### src/verilog/rv32_pipe_pkg.sv
package rv32_pipe_pkg;

    // RV32I field widths
    localparam int unsigned word_width   = 32;
    localparam int unsigned reg_width    = 5;
    localparam int unsigned opcode_width = 7;
    localparam int unsigned pcsel_width  = 2;

    // Instruction, PC and address word
    typedef logic [word_width-1:0] rv32i_word;

    // Architectural register index
    typedef logic [reg_width-1:0] rv32i_reg;

    // Major opcodes, bits [6:0] of the instruction
    typedef enum logic [opcode_width-1:0] {
        op_lui   = 7'b0110111,
        op_auipc = 7'b0010111,
        op_jal   = 7'b1101111,
        op_jalr  = 7'b1100111,
        op_br    = 7'b1100011,
        op_load  = 7'b0000011,
        op_store = 7'b0100011,
        op_imm   = 7'b0010011,
        op_reg   = 7'b0110011,
        op_csr   = 7'b1110011
    } rv32i_opcode;

    // Next-PC source
    // alu_out sits at 1 so a branch can select it straight from br_en
    typedef enum logic [pcsel_width-1:0] {
        pc_plus4 = 2'd0,
        alu_out  = 2'd1,
        alu_mod2 = 2'd2
    } pcmux_sel_t;

    // addi x0, x0, 0 loaded into a flushed stage
    localparam rv32i_word nop_instr = 32'h0000_0013;

    // Fetch address after reset
    localparam rv32i_word pc_reset = 32'h0000_0000;

endpackage : rv32_pipe_pkg

### src/verilog/hazard_unit.sv
module hazard_unit (
    // Memory responses
    input  logic                      imem_resp,
    input  logic                      dmem_resp,

    // ID stage sources
    input  rv32_pipe_pkg::rv32i_reg   rs1_id,
    input  rv32_pipe_pkg::rv32i_reg   rs2_id,

    // EX stage contents with the opcode already masked by valid
    input  logic                      br_en,
    input  rv32_pipe_pkg::rv32i_opcode opcode,
    input  rv32_pipe_pkg::rv32i_reg   rd_ex,

    // MEM stage requests
    input  logic                      dmem_read_mem,
    input  logic                      dmem_write_mem,

    // PC control
    output logic                      pc_en,
    output rv32_pipe_pkg::pcmux_sel_t pcmux_sel,

    // Stage enables and flushes
    output logic                      ifid_en,
    output logic                      idex_en,
    output logic                      exmem_en,
    output logic                      memwb_en,
    output logic                      ifid_flush,
    output logic                      idex_flush
);
    import rv32_pipe_pkg::*;

    logic branch_taken;
    logic jump_instr;
    logic br_j_flush;
    logic dmem_request;
    logic load_use_hazard;

    // Static not-taken prediction makes a taken branch a mispredict
    assign branch_taken = br_en && (opcode == op_br);
    assign jump_instr   = (opcode == op_jal) || (opcode == op_jalr);
    assign br_j_flush   = branch_taken || jump_instr;

    assign dmem_request = dmem_read_mem || dmem_write_mem;

    // x0 as destination still matches here
    assign load_use_hazard = (opcode == op_load) && ((rd_ex == rs1_id) || (rd_ex == rs2_id));

    // Advance the PC with IF/ID or follow a redirect even while frozen
    assign pc_en = (ifid_en && !ifid_flush) || br_j_flush;

    always_comb begin
        case (opcode)
            op_br:   pcmux_sel = pcmux_sel_t'({1'b0, br_en});
            op_jal:  pcmux_sel = alu_out;
            op_jalr: pcmux_sel = alu_mod2;
            default: pcmux_sel = pc_plus4;
        endcase
    end

    always_comb begin
        ifid_en    = 1'b0;
        idex_en    = 1'b0;
        exmem_en   = 1'b0;
        memwb_en   = 1'b0;
        ifid_flush = 1'b0;
        idex_flush = 1'b0;

        // Memory-driven stall decisions
        if ((imem_resp && dmem_resp) || (imem_resp && !dmem_request)) begin
            ifid_en  = 1'b1;
            idex_en  = 1'b1;
            exmem_en = 1'b1;
            memwb_en = 1'b1;
        end else if (!imem_resp && !dmem_request) begin
            // Fetch miss turns into a bubble in IF/ID
            ifid_en    = 1'b1;
            idex_en    = 1'b1;
            exmem_en   = 1'b1;
            memwb_en   = 1'b1;
            ifid_flush = 1'b1;
        end

        if (br_j_flush) begin
            ifid_flush = 1'b1;
            idex_flush = 1'b1;
        end

        // Hold the consumer in ID and send a bubble to EX
        if (load_use_hazard) begin
            idex_flush = 1'b1;
            ifid_en    = 1'b0;
        end
    end

    a_load_use_hold: assert final (!(load_use_hazard && !br_j_flush) || !(ifid_en && pc_en))
        else $error("hazard_unit: PC and IF/ID advance during a load-use stall");

    // Without a redirect the next PC is always the sequential one
    a_seq_select: assert final (br_j_flush || pcmux_sel == pc_plus4)
        else $error("hazard_unit: redirect selected for opcode %h", opcode);

endmodule : hazard_unit

### src/verilog/pc_unit.sv
module pc_unit (
    input  logic                      clk,
    input  logic                      reset,
    input  logic                      pc_en,
    input  rv32_pipe_pkg::pcmux_sel_t pcmux_sel,
    input  rv32_pipe_pkg::rv32i_word  alu_out,
    output rv32_pipe_pkg::rv32i_word  pc
);
    import rv32_pipe_pkg::*;

    rv32i_word pc_next;

    // The port hides the enum label of the same name
    always_comb begin
        case (pcmux_sel)
            rv32_pipe_pkg::alu_out: pc_next = alu_out;
            alu_mod2:               pc_next = {alu_out[word_width-1:1], 1'b0};
            pc_plus4:               pc_next = pc + 32'd4;
            default:                pc_next = pc + 32'd4;
        endcase
    end

    always_ff @(posedge clk) begin
        if (reset) begin
            pc <= pc_reset;
        end else if (pc_en) begin
            pc <= pc_next;
        end
    end

    // Alignment carries over from the chosen target
    a_pc_aligned: assert property (
        @(posedge clk) disable iff (reset)
        (pc_en && pc[1:0] == 2'b00 && alu_out[1] == 1'b0
            && (alu_out[0] == 1'b0 || pcmux_sel == alu_mod2))
        |=> (pc[1:0] == 2'b00)
    ) else $error("pc_unit: misaligned pc %h from aligned target", pc);

endmodule : pc_unit

### src/verilog/if_id_stage.sv
module if_id_stage (
    input  logic                     clk,
    input  logic                     reset,
    input  logic                     ifid_en,
    input  logic                     ifid_flush,
    input  rv32_pipe_pkg::rv32i_word pc,
    input  rv32_pipe_pkg::rv32i_word imem_rdata,
    output logic                     valid_id,
    output rv32_pipe_pkg::rv32i_word instr_id,
    output rv32_pipe_pkg::rv32i_reg  rs1_id,
    output rv32_pipe_pkg::rv32i_reg  rs2_id
);
    import rv32_pipe_pkg::*;

    rv32i_word pc_id;

    // Flush wins over hold and loads even with the enable low
    always_ff @(posedge clk) begin
        if (reset || ifid_flush) begin
            valid_id <= 1'b0;
            instr_id <= nop_instr;
        end else if (ifid_en) begin
            valid_id <= 1'b1;
            instr_id <= imem_rdata;
        end
    end

    // Fetch address of the held word
    always_ff @(posedge clk) begin
        if (ifid_en && !ifid_flush) begin
            pc_id <= pc;
        end
    end

    assign rs1_id = instr_id[19:15];
    assign rs2_id = instr_id[24:20];

    a_flush_bubble: assert property (
        @(posedge clk) disable iff (reset) ifid_flush |=> !valid_id
    ) else $error("if_id_stage: valid instruction after flush");

    // A valid word was fetched from a word-aligned address
    a_pc_capture: assert property (
        @(posedge clk) disable iff (reset) valid_id |-> (pc_id[1:0] == 2'b00)
    ) else $error("if_id_stage: held pc %h is not word aligned", pc_id);

endmodule : if_id_stage

### src/verilog/id_ex_stage.sv
module id_ex_stage (
    input  logic                       clk,
    input  logic                       reset,
    input  logic                       idex_en,
    input  logic                       idex_flush,
    input  logic                       valid_id,
    input  rv32_pipe_pkg::rv32i_word   instr_id,
    output logic                       valid_ex,
    output rv32_pipe_pkg::rv32i_opcode opcode_ex,
    output rv32_pipe_pkg::rv32i_reg    rd_ex
);
    import rv32_pipe_pkg::*;

    rv32i_opcode opcode_id;
    rv32i_reg    rd_id;

    // Fields EX needs from the ID word
    assign opcode_id = rv32i_opcode'(instr_id[opcode_width-1:0]);
    assign rd_id     = instr_id[11:7];

    always_ff @(posedge clk) begin
        if (reset || idex_flush) begin
            // Bubble looks like addi x0
            valid_ex  <= 1'b0;
            opcode_ex <= op_imm;
            rd_ex     <= '0;
        end else if (idex_en) begin
            valid_ex  <= valid_id;
            opcode_ex <= opcode_id;
            rd_ex     <= rd_id;
        end
    end

endmodule : id_ex_stage

### src/verilog/mem_wb_track.sv
module mem_wb_track (
    input  logic                       clk,
    input  logic                       reset,
    input  logic                       exmem_en,
    input  logic                       memwb_en,
    input  logic                       valid_ex,
    input  rv32_pipe_pkg::rv32i_opcode opcode_ex,
    input  rv32_pipe_pkg::rv32i_reg    rd_ex,
    output logic                       dmem_read,
    output logic                       dmem_write,
    output logic                       wb_valid,
    output rv32_pipe_pkg::rv32i_opcode wb_opcode,
    output rv32_pipe_pkg::rv32i_reg    wb_rd
);
    import rv32_pipe_pkg::*;

    logic        valid_mem;
    rv32i_opcode opcode_mem;
    rv32i_reg    rd_mem;

    // EX/MEM
    always_ff @(posedge clk) begin
        if (reset) begin
            valid_mem  <= 1'b0;
            opcode_mem <= op_imm;
            rd_mem     <= '0;
        end else if (exmem_en) begin
            valid_mem  <= valid_ex;
            opcode_mem <= opcode_ex;
            rd_mem     <= rd_ex;
        end
    end

    // Levels held for as long as the access sits in MEM
    assign dmem_read  = valid_mem && (opcode_mem == op_load);
    assign dmem_write = valid_mem && (opcode_mem == op_store);

    // MEM/WB, reports the retiring instruction
    always_ff @(posedge clk) begin
        if (reset) begin
            wb_valid  <= 1'b0;
            wb_opcode <= op_imm;
            wb_rd     <= '0;
        end else if (memwb_en) begin
            wb_valid  <= valid_mem;
            wb_opcode <= opcode_mem;
            wb_rd     <= rd_mem;
        end
    end

    a_one_access: assert property (
        @(posedge clk) disable iff (reset) !(dmem_read && dmem_write)
    ) else $error("mem_wb_track: read and write requested together");

endmodule : mem_wb_track

### src/verilog/pipeline_control_top.sv
module pipeline_control_top (
    input  logic                       clk,
    input  logic                       reset,

    // Memory responses
    input  logic                       imem_resp,
    input  logic                       dmem_resp,
    input  rv32_pipe_pkg::rv32i_word   imem_rdata,

    // External EX datapath
    input  logic                       br_en,
    input  rv32_pipe_pkg::rv32i_word   alu_out,

    output rv32_pipe_pkg::rv32i_word   pc,
    output logic                       dmem_read,
    output logic                       dmem_write,
    output logic                       wb_valid,
    output rv32_pipe_pkg::rv32i_opcode wb_opcode,
    output rv32_pipe_pkg::rv32i_reg    wb_rd
);
    import rv32_pipe_pkg::*;

    logic        pc_en;
    pcmux_sel_t  pcmux_sel;
    logic        ifid_en;
    logic        idex_en;
    logic        exmem_en;
    logic        memwb_en;
    logic        ifid_flush;
    logic        idex_flush;
    logic        valid_id;
    rv32i_word   instr_id;
    rv32i_reg    rs1_id;
    rv32i_reg    rs2_id;
    logic        valid_ex;
    rv32i_opcode opcode_ex;
    rv32i_reg    rd_ex;
    rv32i_opcode opcode_hz;

    // Bubbles in EX decode as op_imm
    assign opcode_hz = valid_ex ? opcode_ex : op_imm;

    hazard_unit i_hazard_unit (
        .imem_resp     (imem_resp),
        .dmem_resp     (dmem_resp),
        .rs1_id        (rs1_id),
        .rs2_id        (rs2_id),
        .br_en         (br_en),
        .opcode        (opcode_hz),
        .rd_ex         (rd_ex),
        .dmem_read_mem (dmem_read),
        .dmem_write_mem(dmem_write),
        .pc_en         (pc_en),
        .pcmux_sel     (pcmux_sel),
        .ifid_en       (ifid_en),
        .idex_en       (idex_en),
        .exmem_en      (exmem_en),
        .memwb_en      (memwb_en),
        .ifid_flush    (ifid_flush),
        .idex_flush    (idex_flush)
    );

    pc_unit i_pc_unit (
        .clk      (clk),
        .reset    (reset),
        .pc_en    (pc_en),
        .pcmux_sel(pcmux_sel),
        .alu_out  (alu_out),
        .pc       (pc)
    );

    if_id_stage i_if_id_stage (
        .clk       (clk),
        .reset     (reset),
        .ifid_en   (ifid_en),
        .ifid_flush(ifid_flush),
        .pc        (pc),
        .imem_rdata(imem_rdata),
        .valid_id  (valid_id),
        .instr_id  (instr_id),
        .rs1_id    (rs1_id),
        .rs2_id    (rs2_id)
    );

    id_ex_stage i_id_ex_stage (
        .clk       (clk),
        .reset     (reset),
        .idex_en   (idex_en),
        .idex_flush(idex_flush),
        .valid_id  (valid_id),
        .instr_id  (instr_id),
        .valid_ex  (valid_ex),
        .opcode_ex (opcode_ex),
        .rd_ex     (rd_ex)
    );

    mem_wb_track i_mem_wb_track (
        .clk       (clk),
        .reset     (reset),
        .exmem_en  (exmem_en),
        .memwb_en  (memwb_en),
        .valid_ex  (valid_ex),
        .opcode_ex (opcode_ex),
        .rd_ex     (rd_ex),
        .dmem_read (dmem_read),
        .dmem_write(dmem_write),
        .wb_valid  (wb_valid),
        .wb_opcode (wb_opcode),
        .wb_rd     (wb_rd)
    );

endmodule : pipeline_control_top

### config.mk
export PLATFORM = sky130hd
export DESIGN_NAME = pipeline_control_top
export DESIGN_NICKNAME = d
export VERILOG_FILES = /design/src/verilog/rv32_pipe_pkg.sv /design/src/verilog/hazard_unit.sv /design/src/verilog/pc_unit.sv /design/src/verilog/if_id_stage.sv /design/src/verilog/id_ex_stage.sv /design/src/verilog/mem_wb_track.sv /design/src/verilog/pipeline_control_top.sv
export SDC_FILE = /design/constraint.sdc
export NUM_CORES = 1
export LEC_CHECK = 0
export BUFFER_PORTS_ARGS = -buffer_cell sky130_fd_sc_hd__clkbuf_2
export CORE_AREA = 2 2 93 95
export CTS_BUF_LIST = sky130_fd_sc_hd__clkbuf_8
export DETAILED_ROUTE_END_ITERATION = 10
export DIE_AREA = 0 0 95 97
export GPL_TIMING_DRIVEN = 0
export PLACE_DENSITY = 0.81
export SLEW_MARGIN = 20
export SYNTH_ARGS = -nofsm -noshare
export SYNTH_HDL_FRONTEND = slang
export SYNTH_SLANG_ARGS = --single-unit
### constraint.sdc
create_clock -name clk -period 3.2 [get_ports clk]
set_clock_uncertainty 0.05 [all_clocks]
set_input_delay 0.48 -clock clk [delete_from_list [all_inputs] [get_ports clk]]
set_output_delay 0.48 -clock clk [all_outputs]
set_load 0.01 [all_outputs]
[Yosys cells after proc, flatten, opt, wreduce, memory -nomap -nowiden]
Index checks and enable logic that the tools add are counted.
Storage, ports and cells
  output and inout bits: 47
  flip-flop bits (word level): 97
  bits of input ports: 69
  word-level logic and storage cells: 52
Operators by class
  add/sub/neg operators: 1
  reduce and logical (&&, ||, !) cells: 19
  muxes and demuxes: 10
  eq/ne operators: 10
Operator list (count)
  $pmux W32 S2: 1
  $add A32 B3 Y32 const B: 1
  $eq A7 B7 Y1 const B: 3
  $eq A7 B2 Y1 const B: 2
  $eq A5 B5 Y1: 2
  $logic_and A1 B1 Y1: 8
  $logic_or A1 B1 Y1: 8
  $eq A7 B6 Y1 const B: 1
  $mux W1: 7
  $mux W7: 1
  $pmux W2 S3: 1
  $logic_not A1 Y1: 3
  $eq A2 B1 Y1 const B: 1
  $eq A2 B2 Y1 const B: 1

[Longest topological paths before layout]
  depth after elaboration: 11
  depth in mapped cells: 14
  mapped depth without buffers: 11

[Hierarchy]
Synthesis repeated with hierarchy kept, for this count alone.
Unflattened totals
  cells, all modules: 581
  area total of the unflattened synthesis: 5142.4 um2
Modules (own cells, without submodules)
  pc_unit: seq. area each 640.6 um2, cells each 288, area each 2079.5 um2, times used 1
  if_id_stage: seq. area each 660.6 um2, cells each 118, area each 1291.2 um2, times used 1
  mem_wb_track: seq. area each 520.5 um2, cells each 90, area each 997.2 um2, times used 1
  id_ex_stage: seq. area each 260.2 um2, cells each 44, area each 485.5 um2, times used 1
  hazard_unit: seq. area each 0.0 um2, cells each 34, area each 245.2 um2, times used 1
  pipeline_control_top: seq. area each 0.0 um2, cells each 7, area each 43.8 um2, times used 1

[Worst setup path before layout]
OpenSTA, ideal clock, no wires.
  kind: flip-flop to flip-flop
  from: reg i_id_ex_stage.valid_ex
  to: reg i_pc_unit.pc[13]
  arrival: 2.647 ns
  buffers on the path: 3
  cell stages (with the launch flop): 12
  setup time: 0.133 ns
  clock period less this slack: 2.830 ns
  setup slack: 0.370 ns
  data required time: 3.017 ns
  cell sequence: dfxtp_1 > and4b_1 > nand3_1 > or3_1 > ha_1 > clkbuf_1 > clkinv_1 > and2_1 > clkbuf_1 > clkbuf_1 > a221oi_1 > nor3_2
Between the ends
  longest elaborated chain between the ends: 8
  elaborated cells on any way between the ends: 18
  classes of those cells: 6 x eq/ne; 5 x mux; 7 x reduce/logical
RTL lines
  from (decl): line id_ex_stage.sv:8  | output logic valid_ex,
  from (signal assigned): line id_ex_stage.sv:28  | valid_ex <= valid_id;
  $mux W7 (*): line pipeline_control_top.sv:41  | assign opcode_hz = valid_ex ? opcode_ex : op_imm;
  parallel branches: the longest is 7 deep, another holds $pmux W32 S2
  to (signal assigned): line pc_unit.sv:25  | pc <= pc_reset;
  to (signal assigned): line pc_unit.sv:27  | pc <= pc_next;
  to (decl): line pc_unit.sv:7  | output rv32_pipe_pkg::rv32i_word pc
Every way passes the cells marked *.
A chain may end at the register's enable or synchronous reset.

[Worst setup path after layout]
  from: reg i_id_ex_stage.valid_ex
  to: reg i_pc_unit.pc[31]
Same word-level chain as after synthesis.

==> impl_results.md <==
- Outcome: finished, final reports clean
- Arrival @ worst endpoint: 3.16 ns
- Post-Syn Area per Cell: 7.83 um^2
- Cell leakage power: 2.15 nW
- RSZ-0062 raised after global routing: no
- FFs w/ async S/R, synth: 0%
- Die area: 9220 um^2
- Hold buffers post-CTS: 0
- Ranking of synthesized cells by area: dfxtp_1, nand2_1, a21oi_1
- Maximum VDD drop: 0.327 mV
- Via total after detailed routing: 4614
- Max_slew headroom: 42.1%
- Worst setup EP type: flop
- Post-CTS Setup Inserts: 0
- HPWL after DPL: 9.24 mm
- Worst Hold Class: in -> reg
- Min Clock Period, post-route: 2.99 ns
- # fillers: 706
- Port Buffers: 104
- Nets: 743
- Sink Count: 94
- Syn Nets: 631
- Final Hold Fails: 0
- Cts repair resizes: 5
- Critical Path RT: 3.37 ns
- FF+latch count, synth: 94
- DRT antenna net count: 0
- Synth-to-layout area growth: 19.9%
- Pwr Density: 433 nW/um^2
- Die Y: 97 um
- Placed Area: 5030 um^2
- Largest net degree at the start of global routing: 19
- CTS Buf Count: 9
- Share of post-route cells with drive strength above 1: 21.9%
- GPL Wtd Cong: 0.926
- Actual slew at the worst max-slew pin: 0.862 ns
- Post-synth EDFFs: 0
- Starting density of the core: 53.8%
- Total grt overflow: 0
- First-pass GRT wire length: 20.8 mm
- Die X: 95 um
- # setup viols final: 0
- Final Max Slew Viols: 0
- Startpoint types: flop
- Initial DRC Count: 333
- Setup CP Type: reg -> reg
- Top_reg_cell synth: dfxtp_1
- Initial antenna violation count: 0
- Synth cell types: 55
- Drt via density: 5.91
- Synth Instances: 559
- YS warnings: 0
- Max-capacitance violation count: 0
- Boundary Pins: 116
- Final Core Density: 64.5%
- Root Buffer: clkbuf_8
- Post-synth top area share: 43.0%
- Final Instance Area: 5250 um^2
- Vias in the first global route: 4347
- Register area share after synthesis: 43.0%
- Max Buffers Root-to-Sink: 2
- DRC: 0
- Final period util: 93.6%
- WL final: 12.9 mm
- Worst skew pair latency: 0.37 ns
- Total track usage: 28.4%
- Area leader, netlist: dfxtp_1
- H-tree depth: 3
- Core Rows: 33
- Ant diodes: 0
- Wire length per cell: 16.5 um
- Worst-path clk slew: 0.11 ns
- First-pass iteration count of the detailed router: 5
- Fmax: 334 MHz
- CTS tree: done
- Crit Path Max Fanout: 10
- Core Area: 8130 um^2
- Netlist Area Pre-Place: 4380 um^2
==> per-stage QoR <==
stage / hold slack [ns] / power (mW) / setup slack (ns) / TNS [ns] / instances
after detailed placement: 0.385 / 1.44 / -0.507 / -8.00 / 768
after floorplan: 0.359 / 1.36 / 0.370 / 0 / 559
final: 0.268 / 2.27 / 0.205 / 0 / 781
after global placement: 0.381 / 1.43 / -0.398 / -5.88 / 768
after CTS: 0.267 / 2.27 / 0.0449 / 0 / 782
after global routing: 0.268 / 2.34 / 0.0594 / 0 / 781
==> worst max-delay path: stages (launching register included) <==
cell	delay (ns)
dfxtp_1	0.42
and4b_1	0.30
nand3_1	0.14
or3_1	0.40
ha_2	0.46
clkinv_2	0.21
and2_4	0.24
buf_2	0.21
a211oi_1	0.32
o31ai_2	0.10
==> placed cells by master, fill, tap and decap left out, types with 3 or more instances in the layout <==
master,Yosys,routed
nor4_1,5,5
dfxtp_1,94,94
a31oi_1,4,4
a21o_1,5,5
nand2_1,132,132
nand3b_1,4,4
a21oi_1,75,75
a211oi_1,3,3
nand2b_1,6,6
or3_1,6,6
nand4_1,15,15
nor3_2,4,4
and3_1,4,4
buf_2,5,6
a22oi_1,3,3
xnor2_1,16,16
buf_6,4,4
o22a_1,7,7
clkbuf_1,23,19
clkbuf_2,0,104
nand3_1,15,15
a221oi_1,7,7
o31ai_1,4,4
o21ai_0,18,18
inv_1,6,6
o21a_1,4,4
and2_1,9,8
clkbuf_8,0,10
nor2_1,35,35
nor3_1,12,12
==> sequential cells by signal, summed over array words and instances, names as in the netlist <==
signal                     count
i_mem_wb_track.wb_rd           5
i_mem_wb_track.wb_opcode       7
i_if_id_stage.valid_id         1
i_id_ex_stage.rd_ex            5
i_mem_wb_track.opcode_mem      7
i_mem_wb_track.wb_valid        1
i_id_ex_stage.valid_ex         1
i_mem_wb_track.rd_mem          5
i_pc_unit.pc                  32
i_id_ex_stage.opcode_ex        7
i_if_id_stage.instr_id        22
i_mem_wb_track.valid_mem       1
==> synthesized netlist by cell type, types with 2 or more instances <==
| cell | number |
|---|---|
| clkbuf_1 | 23 |
| buf_6 | 4 |
| and3_1 | 4 |
| nor4_1 | 5 |
| nor3b_1 | 2 |
| ha_1 | 3 |
| a21o_1 | 5 |
| nor3_1 | 12 |
| a31oi_1 | 4 |
| or3_1 | 6 |
| buf_2 | 5 |
| inv_1 | 6 |
| a221oi_1 | 7 |
| buf_1 | 3 |
| nand4_1 | 15 |
| xnor2_1 | 16 |
| o21a_1 | 4 |
| dfxtp_1 | 94 |
| o32ai_1 | 2 |
| o22a_1 | 7 |
| and2_1 | 9 |
| a21oi_1 | 75 |
| o31ai_1 | 4 |
| nand2_1 | 132 |
| nand2b_1 | 6 |
| nor2_1 | 35 |
| a211oi_1 | 3 |
| o21ai_1 | 2 |
| nand3b_1 | 4 |
| nand3_1 | 15 |
| nor3_2 | 4 |
| o21ai_0 | 18 |
| a22oi_1 | 3 |
==> cells by family after synthesis <==
family	Yosys count	synth area share, %
adders and majority gates	3	0.857
AOI/OAI and AO/OA	146	20.7
DFF	94	43.0
and+or+nand+nor	255	27.2
buffers and inverters	44	4.94
xor gates and xnor gates	17	3.40
==> report_power, final <==
group,switching (mW),leakage [nW],internal [mW]
clock network,0.473,0.108,0.381
logic,0.105,1.27,0.0854
registers,0.0288,0.766,1.20
==> layer usage <==
| layer | track usage (%) | wire [um] | vias up |
|---|---|---|---|
| li1 | - | - | 2169 |
| met1 | 37.3 | 5240 | 2146 |
| met2 | 46.6 | 6000 | 262 |
| met3 | 4.52 | 1240 | 37 |
| met4 | 10.7 | 367 | 0 |
| met5 | 0 | 0 | - |
==> layout make-up <==
type	instances	area [um^2]	area share [%]
Clock buffer	9	124	2.36
Inverter	7	27.5	0.524
Tap cell	105	131	2.50
Timing Repair Buffer	104	520	9.92
Sequential cell	94	1880	35.9
Buffer	34	190	3.62
Clock inverter	7	87.6	1.67
Multi-Input combinational cell	421	2290	43.6
==> final timing paths <==
kind / startpoint / endpoint / slack [ns] / cells after the start
worst max-delay path: i_id_ex_stage.valid_ex / i_pc_unit.pc[31] / 0.21 / 9
worst min-delay path: imem_rdata[15] / i_if_id_stage.instr_id[15] / 0.27 / 3
worst max register to register: i_id_ex_stage.valid_ex / i_pc_unit.pc[31] / 0.21 / 9
worst min register to register: i_mem_wb_track.opcode_mem[4] / i_mem_wb_track.wb_opcode[4] / 0.40 / 1
Power figures use the tool's default switching activity.
